--- src/source/worksheet_pkg.sv ---
`default_nettype none

package worksheet_pkg;

    localparam int digit_w          = 4;
    localparam int rows_per_problem = 4;   // also the column count
    localparam int row_w            = 16;
    localparam int result_w         = 64;
    localparam int field_w          = 3;

    // low address field of a bus word address
    localparam logic [field_w-1:0] field_row0 = 3'd0;
    localparam logic [field_w-1:0] field_row1 = 3'd1;
    localparam logic [field_w-1:0] field_row2 = 3'd2;
    localparam logic [field_w-1:0] field_row3 = 3'd3;
    localparam logic [field_w-1:0] field_op   = 3'd4;

    localparam logic op_mul = 1'b0;
    localparam logic op_add = 1'b1;

    // one row as raw bus word or four bcd digits
    typedef union packed {
        logic [row_w-1:0]                          raw;
        logic [rows_per_problem-1:0][digit_w-1:0] digits;  // digit 0 is the low nibble
    } row_word_u;

endpackage

`default_nettype wire
--- src/source/column_decoder.sv ---
`timescale 1ns/1ps
`default_nettype none

module column_decoder
    import worksheet_pkg::*;
(
    input  wire row_word_u      rows       [rows_per_problem],
    input  wire logic           op,
    output logic    [row_w-1:0] col_values [rows_per_problem]
);

    // column c reads digit c of each row with row 0 most significant
    for (genvar c = 0; c < rows_per_problem; c++) begin : g_col
        logic [row_w-1:0] value;

        always_comb begin
            logic tail_nz;
            value = row_w'(rows[0].digits[c]);
            for (int r = 1; r < rows_per_problem; r++) begin
                tail_nz = 1'b0;
                for (int k = r; k < rows_per_problem; k++) begin
                    tail_nz = tail_nz | (rows[k].digits[c] != '0);
                end
                // trailing blank rows contribute no digit
                if (tail_nz) begin
                    value = value * row_w'(10) + row_w'(rows[r].digits[c]);
                end
            end
        end

        // an empty column counts as one in a product
        assign col_values[c] = (op == op_mul && value == '0) ? row_w'(1) : value;
    end

endmodule

`default_nettype wire

--- config.mk ---
export PLATFORM = sky130hd
export DESIGN_NAME = column_decoder
export DESIGN_NICKNAME = d
export VERILOG_FILES = /design/src/source/worksheet_pkg.sv /design/src/source/column_decoder.sv
export SDC_FILE = /design/constraint.sdc
export NUM_CORES = 1
export LEC_CHECK = 0
export BUFFER_PORTS_ARGS = -buffer_cell sky130_fd_sc_hd__buf_2
export CAP_MARGIN = 20
export CORE_MARGIN = 8
export CORE_UTILIZATION = 40
export DETAILED_ROUTE_END_ITERATION = 10
export SYNTH_ARGS = -nofsm -noshare
export SYNTH_HDL_FRONTEND = slang
export SYNTH_SLANG_ARGS = --single-unit
--- constraint.sdc ---
create_clock -name vclk -period 17.1
set_input_delay 1.71 -clock vclk [all_inputs]
set_output_delay 1.71 -clock vclk [all_outputs]
set_load 0.05 [all_outputs]
* Word level (Yosys, flattened, before mapping)
Index checks and enable logic that the tools add are counted.
** Word-level totals
- Register bits :: 0
- Latch bits :: 0
- RAM bits :: 0
- Bits in read-only memories :: 0
- Memories :: 0
** Cells by class
- Add/subtract/negate cells :: 12
- Multipliers :: 12
- Div/mod/pow operators :: 0
- Magnitude comparators :: 0
- Equality and inequality tests :: 0
- Shifts and indexed selects :: 0
- Multiplexer cells :: 16
- Bitwise operators :: 13
- Reduce and logical (&&, ||, !) cells :: 20
** Operators by type and width (count)
- $mux 16 :: 16
- $add 16x4->16 :: 8
- $mul 16x3->15 const B :: 8
- $logic_not 16->1 :: 4
- $reduce_bool 4->1 :: 12
- $add 8x4->9 :: 4
- $mul 4x3->7 const B :: 4
- $or 1x1->1 :: 12
- $logic_and 1x1->1 :: 4
- $not 1->1 :: 1

* Logic depth before layout (Yosys ltp)
- Depth after elaboration :: 13
- Mapped depth :: 28
- Mapped depth without buffers :: 28

* Worst setup path before layout
OpenSTA, ideal clock, no wires.
- Path type :: input port to output port
- Start point :: input rows[0] in the netlist's numbering
- End point :: output col_values[48] in the netlist's numbering
- Data arrival time :: 9842 ps
- Data required time :: 15390 ps
- Slack :: 5548 ps
- Cell stages on the path :: 23
- Buffers on the path :: 2
- Path through :: or4_1 clkbuf_1 nor2_1 nand2_1 o21ai_0 ha_1 ha_1 fa_1 nand2_1 a211oi_1 a311oi_1 o31a_1 ha_1 ha_1 clkbuf_1 or4b_2 o211ai_1 nand2_1 nor3_1 xnor2_1 a21oi_1 or4_1 o41ai_1
** RTL lines
- start: declaration :: line column_decoder.sv:7 : input wire row_word_u rows [rows_per_problem],
- end: declaration :: line column_decoder.sv:9 : output logic [row_w-1:0] col_values [rows_per_problem]

==> results.py <==
metrics = {
    "run": {
        "cap_violations": 0,
    },
    "critical_path": {
        "path_class": "primary input to output pin",
        "cp-end-kind": "output pin",
        "worstSetupEndpoint": "col_values[48]",
        "crit_path_max_fanout": 14,
        "cp.arrival_ps": 9540,
        "cp-startpoint": "rows[0]",
        "cp_data_required_time_ps": 15390,
        "startpoint_type": "primary input",
    },
    "timing": {
        "hold_violations": 0,
        "setup_viol": 0,
        "maxSlewViolCount": 0,
        "slew_headroom_pct": 40.49,
        "timing.fmax_mhz": 88.93,
        "worst_slew_pin_slew_ps": 884.5,
        "rsz0062_at_grt": "false",
        "tns_ps": 0,
        "min_period_over_period_pct": 65.76,
        "fin_crit_ps": 11250,
    },
    "synthesis": {
        "synth_fa_ha_area_share_pct": 31.15,
        "synth.top_cell.area_share_pct": 26.13,
        "syn_area_per_cell_sq_um": 7.493,
        "synth_cell_types": 79,
        "synth.mux.area_fraction_pct": 3.528,
        "ys_seq_area_share_pct": 0,
        "yosys.area.top_type": "ha_1",
        "synth-xor-area-share_pct": 13.60,
        "synth_commonest_cells": "200 x ha_1, 125 x nor2_1, 88 x nand2_1, 77 x a21oi_1, 74 x inv_1",
        "synthSimpleGateAreaFrac_pct": 24.42,
        "synthesis.area_sq_um": 9577,
        "synth.most_common_cell": "ha_1",
        "synth_area_leaders": "ha_1 26%, xor2_1 6.6%, xnor2_1 6.3%",
        "syn_inst": 1278,
        "yosys_warnings": 0,
        "synth_compound_area_share_pct": 23.28,
        "synth_top_family_by_area": "adder cells",
    },
    "layout": {
        "antenna_cells": 0,
        "seqCellArea_sq_um": 0,
        "fin_nets": 1679,
        "n_fill_cell": 2444,
        "drive_gt1_share_pct": 13.54,
        "multi_input_area_sq_um": 9219,
        "nFlopsAndLatches": 0,
        "area_growth_pct": 10.39,
        "clock_buffers": 0,
    },
    "routing": {
        "vias": 9591,
        "drc_errors": 0,
        "totalWireLength_mm": 26.41,
        "antenna_left": 0,
        "route.detailed.wl_per_inst_microns": 15.47,
        "via_per_inst": 5.619,
        "dr.pass1.iters": 5,
        "drt_iter0_drc": 449,
    },
    "grt": {
        "grt_usage_pct": 17.75,
        "grt_first_pass_wirelength_mm": 44.90,
        "grt_max_degree": 18,
        "antenna_found_initial": 1,
        "first_global_vias": 9524,
        "overflow": 0,
    },
    "outcome": {
        "status": "finished, final reports clean",
    },
    "floorplanning": {
        "core-area_sq_um": 23470,
        "ios": 129,
        "die_w_microns": 170.7,
        "dieArea_sq_um": 29150,
        "start_util_pct": 40.80,
        "rows": 56,
        "die_h_microns": 170.7,
    },
    "clock_tree": {
        "postCtsSetupBuffers": 0,
        "holdBufCountCts": 0,
        "postCtsResizedCells": 0,
    },
    "hold_path": {
        "hold_path_class": "primary input to output pin",
    },
    "placement": {
        "dpl.hpwl_mm": 23.10,
        "globalplace.congestion": 0.8790,
        "io_buffers": 129,
    },
}
cells by family (layout without fill, tap and decap cells):
group | count (synthesis) | count (layout)
compound gates | 333 | 333
xor+xnor | 144 | 144
fa+ha+maj | 224 | 224
buf+inv | 100 | 207
mux | 31 | 31
other cells | 1 | 4
simple gates | 445 | 445
how the worst min path moves through the flow:
stage	endpoint	startpoint	depth (start not counted)	slack [ps]
after CTS	col_values[16]	rows[8]	4	3900
after floorplan	col_values[16]	rows[8]	2	3640
after detailed placement	col_values[16]	rows[8]	4	3890
final	col_values[16]	rows[8]	4	3900
after global placement	col_values[16]	rows[8]	4	3900
after global routing	col_values[16]	rows[8]	4	3940
layout make-up:
class / instances / area share [%]
inverters: 74 / 2.628
multi-input cells: 1181 / 87.21
well taps: 319 / 3.776
repair buffers: 133 / 6.391
cell usage in the layout (no fill, tap or decap), drive strengths merged, types with 13 or more instances in the layout:
master / synthesis / routed
xnor2: 69 / 69
a21oi: 77 / 77
or4: 18 / 18
nor2: 128 / 128
mux2: 19 / 19
nand2: 89 / 89
o21a: 21 / 21
nand3: 32 / 32
fa: 24 / 24
a21o: 27 / 27
a211oi: 22 / 22
ha: 200 / 200
o22ai: 16 / 16
nor3: 35 / 35
inv: 74 / 74
o21ai: 64 / 64
xor2: 72 / 72
buf: 3 / 133
nor2b: 19 / 19
o21bai: 13 / 13
nor4: 27 / 27
through the flow:
| stage | std cells | worst slack, ps | util (%) | cell area (sq um) | hold slack [ps] |
|---|---|---|---|---|---|
| floorplan | 1281 | 5548 | - | 9588 | 3642 |
| global placement | 1707 | 6175 | 45.04 | 10570 | 3902 |
| detailed placement | 1707 | 5925 | 45.04 | 10570 | 3894 |
| CTS | 1707 | 5902 | 45.04 | 10570 | 3899 |
| global route | 1707 | 5339 | 45.04 | 10570 | 3939 |
| finish | 1707 | 5855 | 45.04 | 10570 | 3900 |
layer usage:
| metal | wire, microns | GRT usage (%) |
|---|---|---|
| met5 | 12 | 0 |
| met4 | 163 | 1.182 |
| met3 | 1291 | 2.005 |
| met2 | 11650 | 30.63 |
| met1 | 13290 | 24.31 |
worst max-delay path, cell delays in order:
cell and delay (ps):
buf_2 130, or4_1 810, nor2_1 610, nand2_1 280, o21ai_0 400, ha_1 310
ha_1 240, fa_1 540, nand2_1 100, a211oi_1 450, a311oi_1 170, o31a_1 360
ha_1 300, ha_1 400, or4b_2 700, o211ai_1 180, nand2_1 150, nor3_1 310
xnor2_1 160, a21oi_1 100, or4_1 560, o41ai_1 230, buf_2 320
Power is not shown: default switching activity piles up to over one toggle a cycle in this logic, so the estimate is an artifact.
