--- src/source/worksheet_pkg.sv ---
`default_nettype none

package worksheet_pkg;

    localparam int digit_w          = 4;
    localparam int rows_per_problem = 4;   // also the column count
    localparam int row_w            = 16;
    localparam int result_w         = 64;
    localparam int field_w          = 3;

    // low address field of a bus word address
    localparam logic [field_w-1:0] field_row0 = 3'd0;
    localparam logic [field_w-1:0] field_row1 = 3'd1;
    localparam logic [field_w-1:0] field_row2 = 3'd2;
    localparam logic [field_w-1:0] field_row3 = 3'd3;
    localparam logic [field_w-1:0] field_op   = 3'd4;

    localparam logic op_mul = 1'b0;
    localparam logic op_add = 1'b1;

    // one row as raw bus word or four bcd digits
    typedef union packed {
        logic [row_w-1:0]                          raw;
        logic [rows_per_problem-1:0][digit_w-1:0] digits;  // digit 0 is the low nibble
    } row_word_u;

endpackage

`default_nettype wire
--- src/source/worksheet_sequencer.sv ---
`timescale 1ns/1ps
`default_nettype none

module worksheet_sequencer
    import worksheet_pkg::*;
#(
    parameter int num_problems = 1000,
    localparam int idx_w = $clog2(num_problems)
) (
    input  wire logic                clk,
    input  wire logic                rst,
    input  wire logic                start,
    input  wire logic [result_w-1:0] answer,
    input  wire logic                answer_valid,
    output logic      [idx_w-1:0]    issue_index,
    output logic                     issue_valid,
    output logic                     finished,
    output logic      [result_w-1:0] result
);

    localparam int cnt_w = $clog2(num_problems + 1);

    localparam logic [1:0] st_idle  = 2'd0;
    localparam logic [1:0] st_issue = 2'd1;
    localparam logic [1:0] st_drain = 2'd2;
    localparam logic [1:0] st_done  = 2'd3;

    logic [1:0]       state;
    logic [cnt_w-1:0] retired;
    logic             accept;
    logic             last_issue;

    assign accept      = start && (state == st_idle || state == st_done);
    assign last_issue  = issue_index == idx_w'(num_problems - 1);
    assign issue_valid = state == st_issue;

    always_ff @(posedge clk or posedge rst) begin
        if (rst) begin
            state       <= st_idle;
            issue_index <= '0;
            retired     <= '0;
            finished    <= 1'b0;
            result      <= '0;
        end else begin
            case (state)
                st_idle, st_done: begin
                    if (accept) begin
                        state       <= st_issue;
                        issue_index <= '0;
                        finished    <= 1'b0;
                    end
                end
                st_issue: begin
                    if (last_issue) begin
                        state <= st_drain;
                    end else begin
                        issue_index <= issue_index + 1'b1;  // one problem per cycle
                    end
                end
                st_drain: begin
                    if (retired == cnt_w'(num_problems)) begin
                        state    <= st_done;
                        finished <= 1'b1;
                    end
                end
                default: state <= st_idle;
            endcase

            // running sum doubles as the result
            if (accept) begin
                result  <= '0;
                retired <= '0;
            end else if (answer_valid) begin
                result  <= result + answer;
                retired <= retired + 1'b1;
            end
        end
    end

endmodule

`default_nettype wire

--- config.mk ---
export PLATFORM = sky130hd
export DESIGN_NAME = worksheet_sequencer
export DESIGN_NICKNAME = d
export VERILOG_FILES = /design/src/source/worksheet_pkg.sv /design/src/source/worksheet_sequencer.sv
export SDC_FILE = /design/constraint.sdc
export NUM_CORES = 1
export LEC_CHECK = 0
export BUFFER_PORTS_ARGS = -buffer_cell sky130_fd_sc_hd__buf_2
export CAP_MARGIN = 0
export CORE_UTILIZATION = 25
export CTS_BUF_LIST = sky130_fd_sc_hd__clkbuf_4 sky130_fd_sc_hd__clkbuf_8 sky130_fd_sc_hd__clkbuf_16
export DETAILED_ROUTE_END_ITERATION = 7
export GPL_ROUTABILITY_DRIVEN = 1
export PLACE_DENSITY_LB_ADDON = 0.25
export SYNTH_ARGS = -nofsm -noshare
export SYNTH_HDL_FRONTEND = slang
export SYNTH_SLANG_ARGS = --single-unit
--- constraint.sdc ---
create_clock -name clk -period 9.8 [get_ports clk]
set_input_delay 0.49 -clock clk [delete_from_list [all_inputs] [get_ports clk]]
set_output_delay 0.49 -clock clk [all_outputs]
set_load 0.01 [all_outputs]
# After elaboration in Yosys (flattened, before gate mapping)
# Cells that the tools add are included.
# op_classes
n_reduce_logical	10
shifts	0
n_mul	0
n_lt_le_gt_ge	0
addsub	3
n_mux	14
n_bitwise	0
n_div	0
n_eq_ne	9
# op_table
cell	n
64-bit two-way mux	2
64-bit adder	1
10-bit two-way mux	4
10-bit by 1-bit adder with 10-bit output (second input constant)	2
10-bit equality test (second input constant)	2
10-bit one-hot mux with 2 select lines	1
3-bit AND reduction	3
2-bit two-way mux	3
2-bit inequality test (second input constant)	3
2-bit one-hot mux with 3 select lines	1
2-bit nonzero test	3
2-bit equality test (second input constant)	2
2-bit by 1-bit equality test with 1-bit output (second input constant)	1
2-bit logical NOT	1
1-bit two-way mux	2
2-bit by 1-bit inequality test with 1-bit output (second input constant)	1
1-bit one-hot mux with 2 select lines	1
2-bit OR reduction	1
1-bit logical AND	1
1-bit logical OR	1
# word_totals
romBits	0
latch_bits	0
register_bits	87
elab_cells	41
n_memories	0
ramBits	0

# Depth between registers and ports, before layout
# depth
word_depth	5
mapped_depth	13
ltp_nobuf	12

# Worst setup path after synthesis
# Ideal clock, no wire load.
# synth_path
path_kind	in2reg
from	input port answer[0]
to	register result[60]
cell_stages	12
setup_ns	0.087
path_slack_ns	6.568
arrival_time_ns	3.145
n_path_buf	0
cell_sequence	ha_1 fa_1 a21o_1 a221oi_2 o21ai_2 a22oi_2 o31ai_2 a31oi_4 a2111oi_2 or3_1 a211o_1 o211ai_1
# synth_via
elab_chain_len	3
# synth_rtl
element	line_no	rtl
from (decl)	worksheet_sequencer.sv:13	input wire logic [result_w-1:0] answer,
64-bit adder	worksheet_sequencer.sv:74	result <= result + answer;
64-bit two-way mux	worksheet_sequencer.sv:73	end else if (answer_valid) begin
64-bit two-way mux	worksheet_sequencer.sv:70	if (accept) begin
to (signal assigned)	worksheet_sequencer.sv:74	
to (decl)	worksheet_sequencer.sv:18	output logic [result_w-1:0] result
# No other way between the ends. The select of a mux whose other input is x is not followed.
# A chain may end at the register's enable or synchronous reset.

# Final worst setup path
# layout_path
from	register result[0]
to	register result[60]
# layout_via
elab_chain_len	3
# layout_rtl
element	line_no
64-bit adder	worksheet_sequencer.sv:74
64-bit two-way mux	worksheet_sequencer.sv:73
64-bit two-way mux	worksheet_sequencer.sv:70
# No other way between the ends. The select of a mux whose other input is x is not followed.

==> results.md <==
- Status: completed
- Worst Hold Class: primary input to asynchronous set/reset pin
- Max-cap violations: 0
- Crit path required time: 10.08 ns
- ANT nets after route: 0
- CP max stage cell: a221oi_2
- Ys flop type: dfrtp_1
- Synthesized Nets: 1036
- Final worst path period need: 3.631 ns
- Syn-to-layout area delta: 18.28%
- Max incr delay on CP: 0.44 ns
- Row count: 63
- Syn avg cell area: 8.430 um2
- Worst slew margin: 37.43%
- Clock Path Buffers: 2
- Mapped Area: 7570 um2
- Synth top area cells: dfrtp_1 (29%), ha_1 (11%), mux2i_1 (5.4%)
- Most frequent cells after synthesis: nor2_1 (88), dfrtp_1 (87), a21oi_1 (79), nand2_1 (73), ha_1 (69)
- CTS clk-pin slew, worst paths: 0.07 ns
- Htree depth: 3
- Die Wd: 176.0 um
- Clock Sinks: 87
- Worst Max-Slew Pin Slew: 0.9386 ns
- Final WL: 23.11 mm
- Die area: 30980 um2
- Area of the multi-input gates: 5152 um2
- Fillers: 3178
- CTS tree: built
- Tot GR Track Use: 15.13%
- Number of synthesized register bits: 87
- Setup_tns: 0 ns
- Setup Buffers After CTS: 0
- Library cells used by synthesis: 75
- Total grt overflow: 0
- Initial antenna violation count: 0
- Initial core utilization: 25.47%
- DR WL/cell: 16.36 um
- Post-Syn Instances: 898
- P per Cell Area: 303.7 nW/um2
- Worst clock skew: 0.01133 ns
- Max FO, Critical Path: 6
- Skew-Pair Late Insertion Delay: 0.37 ns
- IO Pins: 144
- Critical path's top delay family: compound AO/OA/AOI/OAI gates
- Worst hold margin: 0.2342 ns
- Post-CTS sizing: 0
- Clock Tree Root: clkbuf_16
- Final period util: 37.05%
- CTS Buf Count: 9
- Core area: 29720 um2
- Setup crit end kind: flop
- Register area: 2177 um2
- CTS hold repair buffers: 0
- Vias in the first global route: 6846
- Top-count cell post-synth: nor2_1
- Syn. warnings: 0
- VDD IR-drop max: 0.1183 mV
- Final Setup Violations: 0
- Final Max Slew Viols: 0
- Via count: 7087
- Die height: 176.0 um
- DP HPWL: 17.49 mm
- Crit path kind: flop to flop
- Static Leakage: 4.537 nW
- Port bufs: 143
- Vias/cell: 5.016
- RSZ-0062 raised after global routing: no
- Buf+Inv Stages, Crit Path: 0
- Part of the Yosys area used for sequential elements: 28.76%
- CP Data Arrival Time: 3.91 ns
- Async set-reset flop share out of synthesis: 100.0%
- DRT iter0 DRCs: 354
- Largest net degree at the start of global routing: 78
- Worst-path cell chain: ha_1 -> fa_1 -> a21o_1 -> a221oi_2 -> o21ai_2 -> a22oi_2 -> o31ai_2 -> a31oi_4 -> a2111oi_2 -> or3_1 -> a211o_1 -> o211ai_1
- Layout cells sized above 1: 17.91%
- Final Hold Viols: 0
- Max Clk Rate: 275.4 MHz
- Yosys top cell area share: 28.76%
- Nets: 1155
- Global-route wire length before repair: 37.05 mm
- Dominant cell type by area after synthesis: dfrtp_1
- # DRC: 0
- 1st-pass router iterations: 5
- Startpoint types: flop
- Routability Congestion: 0.8269
- Post-synth EDFFs: 0
routing by layer:
metal,vias to the layer above,GRT usage (%),wire [um]
met5,-,0,0
met4,0,4.130,247
met3,17,2.649,1068
met2,165,24.13,10380
met1,3359,20.89,11420
li1,3546,-,-
power by group:
part / leakage (nW) / internal [mW] / total [mW] / switching (mW)
sequential: 1.12 / 0.494 / 0.620 / 0.125
combinational: 3.27 / 0.713 / 1.73 / 1.02
clock: 0.142 / 0.199 / 0.370 / 0.172
state kept, by name (all words and copies together) (netlist names):
register / flops
issue_index: 10
finished: 1
state: 2
retired: 10
result: 64
per-stage QoR:
step                      instances  power [mW]  setup WS, ns  cell area (um2)  util, %
after floorplan                 898       1.877         6.568             7570        -
after global placement         1396       2.350         6.070             8653    29.12
after detailed placement       1396       2.358         6.032             8653    29.12
after global routing           1412       2.972         5.984             8951    30.12
after CTS                      1412       2.743         6.221             8951    30.12
final                          1413       2.719         6.169             8954    30.13
final cells by class:
cell class | count | share of cell area [%]
Clock buffer | 9 | 2.515
Antenna cell | 1 | 0.02795
Inverter | 23 | 0.9782
Multi-Input combinational cell | 749 | 57.55
Timing Repair Buffer | 147 | 8.357
Sequential cell | 87 | 24.32
Clock inverter | 7 | 0.8105
Tap cell | 390 | 5.450
path summary, 6_finish.rpt:
path / startpoint / to / slack [ns] / cells past startpoint
max: result[0] / result[60] / 6.17 / 12
min: rst / result[25] / 0.23 / 2
max reg2reg: result[0] / result[60] / 6.17 / 12
min reg2reg: finished / finished / 0.50 / 2
max in group asynchronous: rst / result[63] / 8.40 / 3
min in group clk: answer[0] / result[0] / 0.49 / 4
cells in the final DEF, fill, tap and decap left out, drive strengths merged, types with 6 or more instances in the layout:
| master | count |
|---|---|
| dfrtp | 87 |
| nand2b | 11 |
| a211oi | 8 |
| mux2i | 41 |
| nand2 | 74 |
| clkbuf | 9 |
| buf | 147 |
| nand3 | 25 |
| o31ai | 6 |
| a21oi | 79 |
| and3 | 19 |
| nor2 | 88 |
| and2 | 10 |
| o21a | 10 |
| or3 | 9 |
| xnor2 | 29 |
| nor3 | 16 |
| a21o | 50 |
| a31oi | 14 |
| ha | 69 |
| nor2b | 10 |
| o21bai | 15 |
| o21ai | 44 |
| inv | 22 |
| xor2 | 28 |
| nand4 | 21 |
cells by family (layout without fill, tap and decap cells):
kind of cell,after synthesis,after routing,synth area share [%]
compound gates,274,274,24.43
xor+xnor,57,57,6.595
fa+ha+maj,70,70,11.67
buf+inv,62,186,3.190
mux,42,42,5.570
flops,87,87,28.76
other cells,0,1,0
simple gates,306,306,19.79
Note: power is estimated with default switching activity, not from simulation.
