### src/source/worksheet_pkg.sv
`default_nettype none

package worksheet_pkg;

    localparam int digit_w          = 4;
    localparam int rows_per_problem = 4;   // also the column count
    localparam int row_w            = 16;
    localparam int result_w         = 64;
    localparam int field_w          = 3;

    // low address field of a bus word address
    localparam logic [field_w-1:0] field_row0 = 3'd0;
    localparam logic [field_w-1:0] field_row1 = 3'd1;
    localparam logic [field_w-1:0] field_row2 = 3'd2;
    localparam logic [field_w-1:0] field_row3 = 3'd3;
    localparam logic [field_w-1:0] field_op   = 3'd4;

    localparam logic op_mul = 1'b0;
    localparam logic op_add = 1'b1;

    // one row as raw bus word or four bcd digits
    typedef union packed {
        logic [row_w-1:0]                          raw;
        logic [rows_per_problem-1:0][digit_w-1:0] digits;  // digit 0 is the low nibble
    } row_word_u;

endpackage

`default_nettype wire
### src/source/problem_reducer.sv
`timescale 1ns/1ps
`default_nettype none

module problem_reducer
    import worksheet_pkg::*;
(
    input  wire logic                clk,
    input  wire logic                rst,
    input  wire logic                in_valid,
    input  wire logic                op,
    input  wire logic [row_w-1:0]    col_values [rows_per_problem],
    output logic      [result_w-1:0] answer,
    output logic                     answer_valid
);

    logic                s1_valid;
    logic                s1_op;
    logic [row_w-1:0]    s1_val [rows_per_problem];
    logic                s2_valid;
    logic                s2_op;
    logic [result_w-1:0] s2_lo;
    logic [result_w-1:0] s2_hi;

    function automatic logic [result_w-1:0] combine(
        input logic                op_bit,
        input logic [result_w-1:0] a,
        input logic [result_w-1:0] b
    );
        return (op_bit == op_add) ? a + b : a * b;
    endfunction

    // valid bits
    always_ff @(posedge clk or posedge rst) begin
        if (rst) begin
            s1_valid     <= 1'b0;
            s2_valid     <= 1'b0;
            answer_valid <= 1'b0;
        end else begin
            s1_valid     <= in_valid;
            s2_valid     <= s1_valid;
            answer_valid <= s2_valid;
        end
    end

    // op travels with its own problem
    always_ff @(posedge clk) begin
        s1_op  <= op;
        s1_val <= col_values;
        s2_op  <= s1_op;
        s2_lo  <= combine(s1_op, result_w'(s1_val[0]), result_w'(s1_val[1]));
        s2_hi  <= combine(s1_op, result_w'(s1_val[2]), result_w'(s1_val[3]));
        answer <= combine(s2_op, s2_lo, s2_hi);
    end

endmodule

`default_nettype wire

### config.mk
export PLATFORM = sky130hd
export DESIGN_NAME = problem_reducer
export DESIGN_NICKNAME = d
export VERILOG_FILES = /design/src/source/worksheet_pkg.sv /design/src/source/problem_reducer.sv
export SDC_FILE = /design/constraint.sdc
export NUM_CORES = 2
export LEC_CHECK = 0
export BUFFER_PORTS_ARGS = -buffer_cell sky130_fd_sc_hd__buf_2
export CAP_MARGIN = 20
export CORE_UTILIZATION = 39
export CTS_CLUSTER_DIAMETER = 50
export CTS_CLUSTER_SIZE = 28
export DETAILED_ROUTE_END_ITERATION = 10
export SYNTH_ARGS = -nofsm -noshare
export SYNTH_HDL_FRONTEND = slang
export SYNTH_SLANG_ARGS = --single-unit
### constraint.sdc
create_clock -name clk -period 10.2 [get_ports clk]
set_input_delay 0 -clock clk [delete_from_list [all_inputs] [get_ports clk]]
set_output_delay 0 -clock clk [all_outputs]
set_load 0.005 [all_outputs]
# Word-level counts from Yosys, hierarchy flattened

Cells that the tools add are included.

Memories kept: 0
Latch bits: 0
Flip-flop bits (word level): 261
Memory bits (writable): 0
Output and inout port bits: 65
Word-level logic and storage cells: 23
ROM bits: 0
Bits of input ports: 68

Equality and inequality tests: 0
Add/sub/neg operators: 3
Reductions and logical operators: 0
Shift operators: 0
Multiply operators: 3
Muxes and demuxes: 3
Bitwise logic cells: 0
Order comparisons: 0
Div/mod/pow operators: 0

Operators with widths:

| cell                         | count |
|---|---|
| adder 64 bit                 | 1 |
| multiplier 16 x 16 -> 32 bit | 2 |
| multiplier 64 x 64 -> 64 bit | 1 |
| 2-to-1 mux 32 bit            | 2 |
| 2-to-1 mux 64 bit            | 1 |
| adder 16 x 16 -> 17 bit      | 2 |

# Depth between registers and ports, before layout

Depth after elaboration: 2
Mapped depth: 33
Depth with buffers taken out: 32

# Worst setup path before layout

Ideal clock, no wire load.

Path kind: register to register
Start: register s2_hi[1]
End: register answer[49]
Required time: 10.077 ns
Period minus slack after synthesis: 8.263 ns
Buffers on the path: 2
Arrival time: 8.139 ns
Cell stages (with the launch flop): 30
Path slack: 1.937 ns
Setup time: 0.123 ns
Cells stage by stage: dfxtp_1 -> clkbuf_1 -> nand2_1 -> fa_1 -> inv_1 -> fa_1 -> fa_1 -> fa_1 -> fa_1 -> inv_1 -> fa_1 -> inv_1 -> fa_1 -> fa_1 -> fa_1 -> inv_1 -> fa_1 -> inv_1 -> ha_1 -> buf_2 -> a21oi_2 -> o21ai_1 -> a21o_1 -> a21o_1 -> a21o_1 -> a21o_1 -> nor2b_4 -> o31a_2 -> a31oi_1 -> mux2_1

Cells in the longest elaborated chain, start to end: 2
Elaborated cells on any way between the ends: 3
Classes of those cells: 1 x add/sub; 1 x mul; 1 x mux

RTL lines:

| element                                                             | line                  | text |
|---|---|---|
| start, declared                                                     | problem_reducer.sv:22 | `logic [result_w-1:0] s2_hi;` |
| start signal, assigned                                              | problem_reducer.sv:51 | `s2_hi <= combine(s1_op, result_w'(s1_val[2]), result_w'(s1_val[3]));` |
| multiplier 64 x 64 -> 64 bit / adder 64 bit (equally long branches) | problem_reducer.sv:29 | `return (op_bit == op_add) ? a + b : a * b;` |
| 2-to-1 mux 64 bit (*)                                               | problem_reducer.sv:29 |  |
| end signal, assigned                                                | problem_reducer.sv:52 | `answer <= combine(s2_op, s2_lo, s2_hi);` |
| end, declared                                                       | problem_reducer.sv:12 | `output logic [result_w-1:0] answer,` |

Mark *: on every way between the ends. The rest lies on a longest branch, timed or not.
A chain may end at the register's enable or synchronous reset.

# Worst setup path in the final report

Start: register s2_hi[18]
End: register answer[63]

The elaborated chain is that of the path after synthesis.

==> metrics <==
Worst Setup Path Type=reg -> reg; Overflow after GRT=0; synth warn=0; Vias/cell=between 5 and 6; Initial Util=0.3946; Post-Syn Nets=between 8000 and 9000; Post-CTS Setup Bufs=0; wire length per cell=19.54 um; Crit Path Max Fanout=32; CP required=around 11 ns; Synth top cells by count=inv_1 (1558), fa_1 (1288), nand2_1 (957); drt pass-1 iters=5; most frequent cell after synthesis=inv_1; Synth area leaders=fa_1 (43%), ha_1 (14%), inv_1 (9.7%); Chip Width=between 300 and 400 um; Pins Over Slew Limit=0; final wirelength=about 170000 um; Max-slew headroom=0.2142; Setup Skew=~0.031 ns; Final ANT Viol Nets=0; Via Count=44927; Reg2Reg Launch Point=s2_hi[18]$_SDFF_PP0_; RSZ-0062 raised after global routing=no; share of the synthesized area in the top cell type=0.4281; H-tree levels=4; CTS buffer count=17; Nets=between 8000 and 9000; Async SR Flop Fraction=0.01523; Clock Tree Root=clkbuf_16; critical-path cell list=ha_1 > inv_1 > fa_1 > fa_1 > fa_1 > fa_1 > fa_1 > inv_1 > ha_1 > inv_1 > fa_1 > fa_1 > inv_1 > fa_1 > ha_1 > ha_1 > nand4_1 > nor4_1 > o211ai_1 > a21oi_1 > a21oi_1 > o41ai_1 > nand4_1; DRC viols=0; Rows=~140; clock sink count=~200; Mapped Cells=~6800; Longest Clk Path Bufs=2; synth-to-layout area growth=6.978%; slew at the pin closest to its max-slew limit=about 1.2 ns; core box area=0.1526 mm^2; Yosys cell types=85; Post-CTS Resized=0; TritonCTS clock tree=done; first-pass GRT wire length=~280000 um; hold path start=col_values[17]; hold_buf cts=68; number of DRC markers in iteration 0=approximately 2900; die height=~400 um; critical path depth in cells=23; slowest CP cell=dfxtp_2; Worst R2R Path Depth=23; Reg2Reg Setup Slack=between 0.7 and 0.8 ns; vias in the first global route=around 49000; setup TNS=0 ns; share of layout cells above drive strength 1=0.05022; sequential share of the synthesized area=0.06573; initial antenna violation count=3; setup violators final=0; hold path endpoint=s1_val[17]$_DFF_P_; IO buf count=roughly 130; DP HPWL=about 140000 um; Max Fclk=roughly 110 MHz; outcome=completed; Syn Area/Cell=about 9 um^2; Tmin final=between 9 and 10 ns; pin count of the biggest net entering global routing=64; Hold Path Depth=2; Cell Area, Synth=about 0.060 mm^2; RR Endpoint=answer[63]$_SDFF_PP0_; number of synthesized flops with an enable pin=0; Tot GR Track Use=0.2308; clock latency on the worst-skew pair=0.58 ns; Post-synth top flop=dfxtp_1; CP Buf/Inv Count=4; Critical Path Max Stage Delay=0.94 ns; critical path endpoint category=register; max-cap violations=0; crit path DAT=9.90 ns; die area=~0.16 mm^2; Startpoint Class=register; CP top delay family=adder cells; crit share post-route=0.9282; CTS clock-pin slew for the worst setup and hold paths=roughly 0.10 ns; io pins=around 130; Top cell by count, worst path=fa_1; hold crit path type=in -> reg; Fin. Hold Viols=0; placer congestion estimate=around 0.93; register bit total from synthesis=~200; area leader, netlist=fa_1
-- per-layer routing --
| metal | GRT usage | wire length [um] |
|---|---|---|
| met1 | 0.3177 | 77730 |
| met2 | 0.3724 | 78850 |
| met3 | 0.04070 | 11510 |
| met4 | 0.06278 | 4298 |
| met5 | 0 | 0 |
-- worst max path at each step --
stage	to	slack [ns]	startpoint
2_1_floorplan	answer[49]$_SDFF_PP0_	1.94	s2_hi[1]$_DFF_P_
3_3_place_gp	answer[62]$_SDFF_PP0_	0.91	s2_lo[19]$_SDFF_PP0_
3_5_place_dp	answer[62]$_SDFF_PP0_	0.90	s2_hi[10]$_DFF_P_
4_1_cts	answer[62]$_SDFF_PP0_	0.83	s2_lo[19]$_SDFF_PP0_
5_1_grt	answer[62]$_SDFF_PP0_	0.37	s2_hi[10]$_DFF_P_
6_report	answer[63]$_SDFF_PP0_	0.73	s2_hi[18]$_SDFF_PP0_
-- worst reg2reg max path: stages, from the launching register on --
cell and delay (ns):
dfxtp_2 0.94, ha_1 0.46, inv_1 0.22, fa_1 0.46
fa_1 0.50, fa_1 0.57, fa_1 0.46, fa_1 0.55
inv_1 0.04, ha_1 0.17, inv_1 0.06, fa_1 0.43
fa_1 0.56, inv_1 0.06, fa_1 0.66, ha_1 0.32
ha_1 0.54, nand4_1 0.24, nor4_1 0.47, o211ai_1 0.28
a21oi_1 0.55, a21oi_1 0.26, o41ai_1 0.39, nand4_1 0.13
-- cell families (layout without fill, tap and decap cells) --
family | Yosys count | in the layout | share of synthesized area
compound gates | 582 | 582 | 0.06369
mux | 16 | 16 | 0.002971
flops | 197 | 197 | 0.06573
buf+inv | 1867 | 1901 | 0.1166
xor+xnor | 141 | 141 | 0.02050
fa+ha+maj | 1986 | 1986 | 0.5731
other cells | 0 | 2 | 0
simple gates | 1967 | 1967 | 0.1574
-- state kept, by name, indices dropped and copies added, names as in the netlist --
register / cells
s2_lo: 32
s1_valid: 1
s1_op: 1
s1_val: 64
s2_op: 1
answer: 64
s2_hi: 32
answer_valid: 1
s2_valid: 1
-- through the flow --
stage	util	cells	hold WS (ns)	setup slack, ns	instance area (um^2)
6_report	0.4222	8822	0.05754	0.7324	64430
5_1_grt	0.4221	8820	0.03716	0.3671	64430
4_1_cts	0.4221	8820	0.002726	0.8300	64430
3_5_place_dp	0.4136	8720	-0.1300	0.8978	63120
3_3_place_gp	0.4134	8719	-0.1354	0.9115	63090
2_1_floorplan	-	6756	-0.2464	1.937	60230
-- area by class of cell --
cell class                      instances  area (um^2)
Fill cell                           15047        88190
Multi-Input combinational cell       4692        49250
Inverter                             1558         5848
Sequential cell                       197         3969
Tap cell                             2030         2540
Timing Repair Buffer                  311         2195
Clock buffer                           17        425.4
Clock inverter                         15        205.2
Antenna cell                            2        5.005
-- cells in the final DEF (no fill, tap or decap), types with 6 or more instances in the layout --
master	netlist	final
o21bai_1	28	28
clkbuf_16	0	17
nor3_1	29	29
dfxtp_1	194	188
nand3b_1	6	6
a21oi_1	181	181
xor2_1	54	54
a211o_1	6	6
a31oi_1	18	18
nor2b_1	24	24
inv_1	1558	1558
or3_1	11	11
fa_1	1288	1288
o21ai_0	113	113
a211oi_2	6	6
o21ai_1	12	12
nand2b_1	12	12
buf_4	0	110
o31ai_1	12	12
a21o_1	82	82
mux2_2	12	12
nand2_1	957	957
a211oi_1	12	12
nor2_1	160	160
o21a_1	23	23
ha_1	698	698
nand3_1	41	41
buf_2	5	132
and2_1	659	659
o211ai_1	11	11
nand4_1	25	25
and3_1	18	18
nor4_1	6	6
xnor2_1	87	87
dlygate4sd3_1	0	68
Power is not shown: default switching activity piles up to over one toggle a cycle in this logic, so the estimate is an artifact.
